--- src/include/icache_defs.svh ---
`ifndef ICACHE_DEFS_SVH
`define ICACHE_DEFS_SVH

////////////////////////////////////////////////////////////////////////////
// Address and word geometry
////////////////////////////////////////////////////////////////////////////
`define ICACHE_ADDR_W           32
`define ICACHE_WORD_W           32

////////////////////////////////////////////////////////////////////////////
// Block and set geometry, 64 sets of 16 words per way
////////////////////////////////////////////////////////////////////////////
`define ICACHE_WORDS_PER_BLOCK  16
`define ICACHE_BYTE_SEL_W       2
`define ICACHE_WORD_SEL_W       4
`define ICACHE_SETS             64
`define ICACHE_SET_W            6

`define ICACHE_TAG_W    (`ICACHE_ADDR_W - `ICACHE_SET_W - `ICACHE_WORD_SEL_W - `ICACHE_BYTE_SEL_W)
`define ICACHE_BLOCK_W  (`ICACHE_WORD_W * `ICACHE_WORDS_PER_BLOCK)

`endif

--- src/icache_pkg.sv ---
`include "icache_defs.svh"

package icache_pkg;

    // Field view of a fetch address
    typedef struct packed {
        logic [`ICACHE_TAG_W-1:0]      tag;
        logic [`ICACHE_SET_W-1:0]      set;
        logic [`ICACHE_WORD_SEL_W-1:0] word;
        logic [`ICACHE_BYTE_SEL_W-1:0] byte_off;
    } fetch_fields_t;

    // Same fetch word, raw or split into fields
    typedef union packed {
        logic [`ICACHE_ADDR_W-1:0] raw;
        fetch_fields_t             f;
    } fetch_addr_u;

    // Names one block towards L2
    typedef struct packed {
        logic [`ICACHE_TAG_W-1:0] tag;
        logic [`ICACHE_SET_W-1:0] set;
    } block_addr_t;

    typedef struct packed {
        logic                     valid;
        logic [`ICACHE_TAG_W-1:0] tag;
    } way_lookup_t;

    // Refill write command
    typedef struct packed {
        logic                     we0;
        logic                     we1;
        logic [`ICACHE_SET_W-1:0] set;
    } fill_t;

    typedef struct packed {
        logic                     valid;
        logic                     hit0;
        logic                     hit1;
        logic [`ICACHE_SET_W-1:0] set;
    } hit_info_t;

    // Word 0 sits in the low bits
    typedef logic [`ICACHE_BLOCK_W-1:0] block_t;

endpackage

--- src/icache_fetch_pipe.sv ---
`include "icache_defs.svh"

module icache_fetch_pipe (
    input  logic                        CLK,
    input  logic                        arst_n,
    input  logic                        stall,
    input  icache_pkg::fetch_addr_u     pc,
    input  logic                        pc_valid,
    input  logic                        cache_ready,
    input  icache_pkg::way_lookup_t     lookup0,
    input  icache_pkg::way_lookup_t     lookup1,
    input  icache_pkg::block_t          block0,
    input  icache_pkg::block_t          block1,
    input  logic                        fill_done,
    input  icache_pkg::block_t          fill_block,
    output logic [`ICACHE_SET_W-1:0]    rd_set,
    output logic                        advance,
    output icache_pkg::hit_info_t       hit_info,
    output icache_pkg::block_addr_t     miss_addr,
    output logic [`ICACHE_WORD_W-1:0]   instruction,
    output logic                        instr_valid
);

    import icache_pkg::*;

    fetch_addr_u                if2_pc;
    logic                       if2_valid;
    fetch_addr_u                if3_pc;
    logic                       if3_valid;
    logic                       if3_hit0;
    logic                       if3_hit1;
    block_t                     if3_block;

    logic                       hit0_if2;
    logic                       hit1_if2;
    logic [`ICACHE_WORD_W-1:0]  word_if3;
    logic [`ICACHE_WORD_W-1:0]  instr_q;
    logic                       instr_valid_q;

    // Whole pipe moves unless held; a fetch enters only with pc_valid
    assign advance = cache_ready && !stall;

    // Held pipe keeps re-reading the IF2 set
    assign rd_set = advance ? pc.f.set : if2_pc.f.set;

    ////////////////////////////////////////////////////////////////////////////
    // IF2 tag compare
    ////////////////////////////////////////////////////////////////////////////
    assign hit0_if2 = lookup0.valid && (lookup0.tag == if2_pc.f.tag);
    assign hit1_if2 = lookup1.valid && (lookup1.tag == if2_pc.f.tag);

    always_ff @(posedge CLK or negedge arst_n)
    begin
        if (!arst_n)
        begin
            if2_pc        <= '0;
            if2_valid     <= 1'b0;
            if3_pc        <= '0;
            if3_valid     <= 1'b0;
            if3_hit0      <= 1'b0;
            if3_hit1      <= 1'b0;
            instr_valid_q <= 1'b0;
        end
        else if (advance)
        begin
            if2_pc        <= pc;
            if2_valid     <= pc_valid;
            if3_pc        <= if2_pc;
            if3_valid     <= if2_valid;
            if3_hit0      <= if2_valid && hit0_if2;
            if3_hit1      <= if2_valid && hit1_if2;
            instr_valid_q <= if3_valid;
        end
        else
        begin
            instr_valid_q <= 1'b0;
            // Refilled entry now counts as present
            if (fill_done)
                if3_hit0 <= 1'b1;
        end
    end

    ////////////////////////////////////////////////////////////////////////////
    // IF3 block and instruction register
    ////////////////////////////////////////////////////////////////////////////
    always_ff @(posedge CLK)
    begin
        if (advance)
        begin
            if3_block <= hit1_if2 ? block1 : block0;
            instr_q   <= word_if3;
        end
        else if (fill_done)
        begin
            if3_block <= fill_block;
        end
    end

    assign word_if3 = if3_block[if3_pc.f.word * `ICACHE_WORD_W +: `ICACHE_WORD_W];

    // Block address is the top of the raw PC
    assign miss_addr = if3_pc.raw[`ICACHE_ADDR_W-1 -: `ICACHE_TAG_W + `ICACHE_SET_W];

    assign hit_info = '{
        valid: if3_valid,
        hit0:  if3_hit0,
        hit1:  if3_hit1,
        set:   if3_pc.f.set
    };

    assign instruction = instr_q;
    assign instr_valid = instr_valid_q;

    // A held miss keeps its address until it retires
    a_miss_held: assert property (@(posedge CLK) disable iff (!arst_n)
        (if3_valid && !if3_hit0 && !if3_hit1) |=> $stable(if3_pc));

endmodule

--- config.mk ---
export PLATFORM = sky130hd
export DESIGN_NAME = icache_fetch_pipe
export DESIGN_NICKNAME = d
export VERILOG_FILES = /design/src/icache_pkg.sv /design/src/icache_fetch_pipe.sv
export VERILOG_INCLUDE_DIRS = /design/src /design/src/include
export SDC_FILE = /design/constraint.sdc
export NUM_CORES = 2
export LEC_CHECK = 0
export ABC_AREA = 1
export BUFFER_PORTS_ARGS = -buffer_cell sky130_fd_sc_hd__buf_2
export CAP_MARGIN = 20
export CELL_PAD_IN_SITES_DETAIL_PLACEMENT = 2
export CELL_PAD_IN_SITES_GLOBAL_PLACEMENT = 2
export CORE_AREA = 2 2 660 662
export DETAILED_ROUTE_END_ITERATION = 12
export DIE_AREA = 0 0 662 664
export GPL_ROUTABILITY_DRIVEN = 0
export GPL_TIMING_DRIVEN = 1
export PLACE_DENSITY_LB_ADDON = 0.1
export SKIP_LAST_GASP = 1
export SLEW_MARGIN = 30
export SYNTH_ARGS = -nofsm -noshare
export SYNTH_HDL_FRONTEND = slang
export SYNTH_SLANG_ARGS = --single-unit
--- constraint.sdc ---
create_clock -name CLK -period 3.75 [get_ports CLK]
set_input_delay 0.375 -clock CLK [delete_from_list [all_inputs] [get_ports CLK]]
set_output_delay 0.375 -clock CLK [all_outputs]
set_load 0.005 [all_outputs]
* After elaboration in Yosys (flattened, before gate mapping)
Index checks and enable logic that the tools add are counted.
Widths: inputs -> output; s select.
** Word-level totals
- Bits in latches :: 0
- Flip-flop bits (word level) :: 613
- Logic and storage cells :: 26
- Memory bits (writable) :: 0
- Memories kept :: 0
- ROM bits :: 0
- Output and inout port bits :: 75
- Input port bits :: 1616
** Operators by class
- Divide/modulo/power cells :: 0
- Equal/unequal tests :: 2
- Multiplexer cells :: 7
- Bitwise operators :: 0
- $lt $le $gt $ge :: 0
- Reductions and logical operators :: 7
- Shift-type cells :: 1
- $add $sub $neg :: 0
- $mul :: 0
** Operator list (count)
- $mux 512 :: 3
- $shiftx 512x10->32 :: 1
- $eq 20x20->1 :: 2
- $mux 6 :: 1
- $logic_and 1x1->1 :: 5
- $mux 1 :: 3
- $reduce_bool 2->1 :: 1
- $logic_not 1->1 :: 1

* Depth between registers and ports, before layout
- Word-level depth :: 4
- Gate-level depth with buffers :: 13
- Depth with buffers taken out :: 10

* Worst setup path before layout
Ideal clock, no wire load.
- Path type :: input port to flip-flop
- Start :: input port cache_ready
- End :: register if3_block[0] (enable)
- Buffers on the path :: 1
- Library setup time :: 0.668 ns
- Required time :: 3.082 ns
- Setup slack :: -3.907 ns
- Arrival time :: 6.989 ns
- Stages on the path :: 4
- Cells stage by stage :: inv_1 -> nor2_1 -> buf_2 -> or2_2
** Between the ends
- Word-level cells in the longest chain between the ends :: 2
** Ends and longest elaborated chain
- start, declared :: RTL line icache_fetch_pipe.sv:9 : input logic cache_ready,
- $logic_and 1x1->1 :: RTL line icache_fetch_pipe.sv:41 : assign advance = cache_ready && !stall;
- $reduce_bool 2->1 (no line)
- end signal, assigned :: RTL line icache_fetch_pipe.sv:90 : if3_block <= hit1_if2 ? block1 : block0;
- end signal, assigned :: RTL line icache_fetch_pipe.sv:95 : if3_block <= fill_block;
- end, declared :: RTL line icache_fetch_pipe.sv:32 : block_t if3_block;
No other way between the ends.
A chain may end at the register's enable or synchronous reset.

* Worst setup path after layout
- Start :: register if2_pc[12] in the netlist's numbering
- End :: register if3_block[35], data pin
** Between the ends
- Word-level cells in the longest chain between the ends :: 4
** Ends and longest elaborated chain
- start, declared :: RTL line icache_fetch_pipe.sv:26 : fetch_addr_u if2_pc;
- start signal, assigned :: RTL line icache_fetch_pipe.sv:66 : if2_pc <= pc;
- $eq 20x20->1 :: RTL line icache_fetch_pipe.sv:50 : assign hit1_if2 = lookup1.valid && (lookup1.tag == if2_pc.f.tag);
- $logic_and 1x1->1 :: RTL line icache_fetch_pipe.sv:50
- $mux 512 :: RTL line icache_fetch_pipe.sv:90
- $mux 512 :: RTL line icache_fetch_pipe.sv:88 : if (advance)
No other way between the ends.

==> impl_metrics.json <==
{
  "power.switching_mw": 8.842,
  "cap_violations": 0,
  "final.period_utilization_pct": 95.37,
  "synthesis.nets": 7328,
  "synth_cells": 5712,
  "dieArea_um2": 439600,
  "syn2layout_area_growth_pct": 64.17,
  "antenna_left": 0,
  "yosysMostFrequentCell": "nand2_1",
  "pre_cts_ws_ns": 0.5537,
  "vias_per_cell": 3.592,
  "finClkSkew_ns": 0.07345,
  "synth_edf_count": 544,
  "layout_setup_ws_ns": 0.1737,
  "worstSetupStartpointType": "flop",
  "hpwlAfterDp_um": 308200,
  "antenna_found_initial": 318,
  "wl_per_cell_um": 27.05,
  "finalSetupViolations": 0,
  "status": "complete, no violations",
  "die_height_um": 664,
  "slew_viol_final": 0,
  "p_int_mw": 16.29,
  "htreeDepth": 3,
  "p_per_area_nw_per_um2": 368.0,
  "first_iter_violations": 2293,
  "synth.distinct_cells": 25,
  "grt_first_pass_wirelength_um": 493600,
  "grt_max_degree": 114,
  "worstRegToRegCells": 13,
  "switching_share_pct": 35.18,
  "rows": 242,
  "clock_latency_ns": 0.81,
  "ir_worst_vdd_v": 0.0003765,
  "ys_top_cells_by_area": "edfxtp_1 (39%), nand2_1 (15%), inv_1 (11%), nand4_1 (7.7%), nand3_1 (6.7%)",
  "num_vias": 50040,
  "share_seq_of_total_power_pct": 35.0,
  "clk_path_buf_depth": 4,
  "crit_arrival_ns": 4.11,
  "die_x_um": 662,
  "holdPathEnd": "if3_block[378]",
  "grt_pass1_vias": 54660,
  "r2r-end": "if3_block[35]",
  "clkPwrFrac_pct": 35.4,
  "finalCriticalPeriod_ns": 3.576,
  "relSlewSlack_pct": 26.03,
  "whs_path_depth": 3,
  "ys_ff_latch": 609,
  "drt-total-wl_um": 376900,
  "fin_util_pct": 15.78,
  "p_leak_nw": 33.57,
  "synth.top_cell.area_share_pct": 39.27,
  "cp-end-kind": "flop",
  "hold_class": "in -> reg",
  "nets": 9650,
  "start_util_pct": 9.614,
  "synth_area_per_cell_um2": 7.283,
  "first_pass_iters": 5,
  "hold_viol": 0,
  "root_buffer": "clkbuf_16",
  "required_ns": 4.28,
  "min_from": "fill_block[378]",
  "ys_warn_count": 0,
  "worstMarginPinSlew_ns": 1.105,
  "portBuffers": 1688,
  "p_comb_share_pct": 29.6,
  "drive_gt1_share_pct": 25.78,
  "overflow": 0,
  "io_pins": 1691,
  "track_usage_pct": 16.46,
  "yosysSeqAreaShare_pct": 43.18,
  "synth_common_cells": "nand2_1 (1708), inv_1 (1186), nand3_1 (554)",
  "path_clk_slew_ns": 0.06,
  "critPathKind": "reg -> reg",
  "synth_area_um2": 41600,
  "coreArea_um2": 432700,
  "cts_buffers": 95,
  "rsz0062_at_grt": "yes",
  "synth_largest_area_cell": "edfxtp_1",
  "rrSetupSlack_ns": 0.17,
  "clock-sinks": 609,
  "cts_tree": "done",
  "drc": 0,
  "synth_flop_cell": "edfxtp_1",
  "synthArstFlopShare_pct": 10.67,
  "timing.rr.start": "if2_pc[12]",
  "fmax_ghz": 0.2796,
  "crit_fanout": 43
}
-- cell families after synthesis --
logic type	Yosys count	synth area share [%]
mux	128	3.080
xor+xnor	9	0.1895
flops	609	43.18
simple gates	2803	30.11
compound gates	483	6.584
buf+inv	1680	16.86
-- power groups by stage --
stage,registers [mW],clock network [mW],logic [mW]
2_1_floorplan,8.72,0,2.62
3_3_place_gp,8.95,0,6.94
3_5_place_dp,8.95,0,6.95
4_1_cts,8.83,9.38,7.84
5_1_grt,8.89,9.55,8.21
6_report,8.79,8.90,7.44
-- cells in the final DEF, fill, tap and decap left out, drive strengths merged, types with 123 or more instances in the layout --
cell type / instances
a21oi: 130
buf: 1924
clkbuf: 123
dlygate4sd3: 777
edfxtp: 544
inv: 1202
mux2i: 128
nand2: 1708
nand3: 554
nand4: 514
o211ai: 128
o21ai: 224
-- area by class of cell --
cell class	instances	area, µm²
diodes	94	235.2
clock buffers	121	2536
clock inverters	45	454.2
fillers	51450	364400
inverters	1202	4534
multi-input cells	3423	16660
flip-flops and latches	609	17970
well taps	5734	7174
repair buffers	2703	18730
-- worst max-delay path by stage --
stage          slack (ns)        start  depth (start not counted)              to
2_1_floorplan       -1.08  cache_ready                          4    if3_block[0]
3_3_place_gp         0.52    if3_pc[2]                          7  instruction[8]
3_5_place_dp         0.55    if3_pc[2]                          7  instruction[8]
4_1_cts              0.04   if2_pc[24]                         13   if3_block[35]
5_1_grt             -0.02   if2_pc[12]                         13   if3_block[35]
6_report             0.17   if2_pc[12]                         13   if3_block[35]
-- critical path: stages (launching register included) --
cell	delay [ns]
dfrtp_1	0.43
inv_2	0.08
nand2_1	0.06
nand2_1	0.05
nor2_1	0.09
nand2_1	0.10
nor2_4	0.30
buf_12	0.30
buf_12	0.33
nand4_1	0.15
nand3_1	0.10
dlygate4sd3_1	0.56
nand2_1	0.06
dlygate4sd3_1	0.57
-- metrics by stage --
stage	instances	setup TNS, ns	hold slack [ns]	area [µm²]	power (mW)
detailed placement	12890	0	0.4682	57210	15.90
CTS	13830	0	0.0001109	67970	26.05
global placement	12880	0	0.4684	57160	15.89
floorplan	5712	-553.71	0.07941	41620	11.34
finish	13930	0	0.05343	68300	25.13
global route	13880	-0.02404	0.01168	68170	26.64
-- flip-flops by register name (all words and copies together) (netlist names) --
signal and cells:
if3_valid 1, if3_pc 30, if3_block 512, instr_valid 1
instruction 32, if3_hit0 1, if2_pc 30, if3_hit1 1
if2_valid 1
-- layer usage --
layer | vias up | wire length, µm | track usage, %
met5 | - | 847 | 0
met4 | 134 | 6720 | 2.390
met3 | 556 | 20270 | 3.409
met2 | 1483 | 190200 | 30.00
met1 | 24610 | 158800 | 20.04
li1 | 23260 | - | -
-- repair_timing --
item                       in CTS  in global routing
setup buffers                   0                  4
setup endpoints to repair       0                  2
hold endpoints to repair      557                  1
resized for setup               0                  6
hold buffers                  776                  1
(Power assumes the default switching activity.)
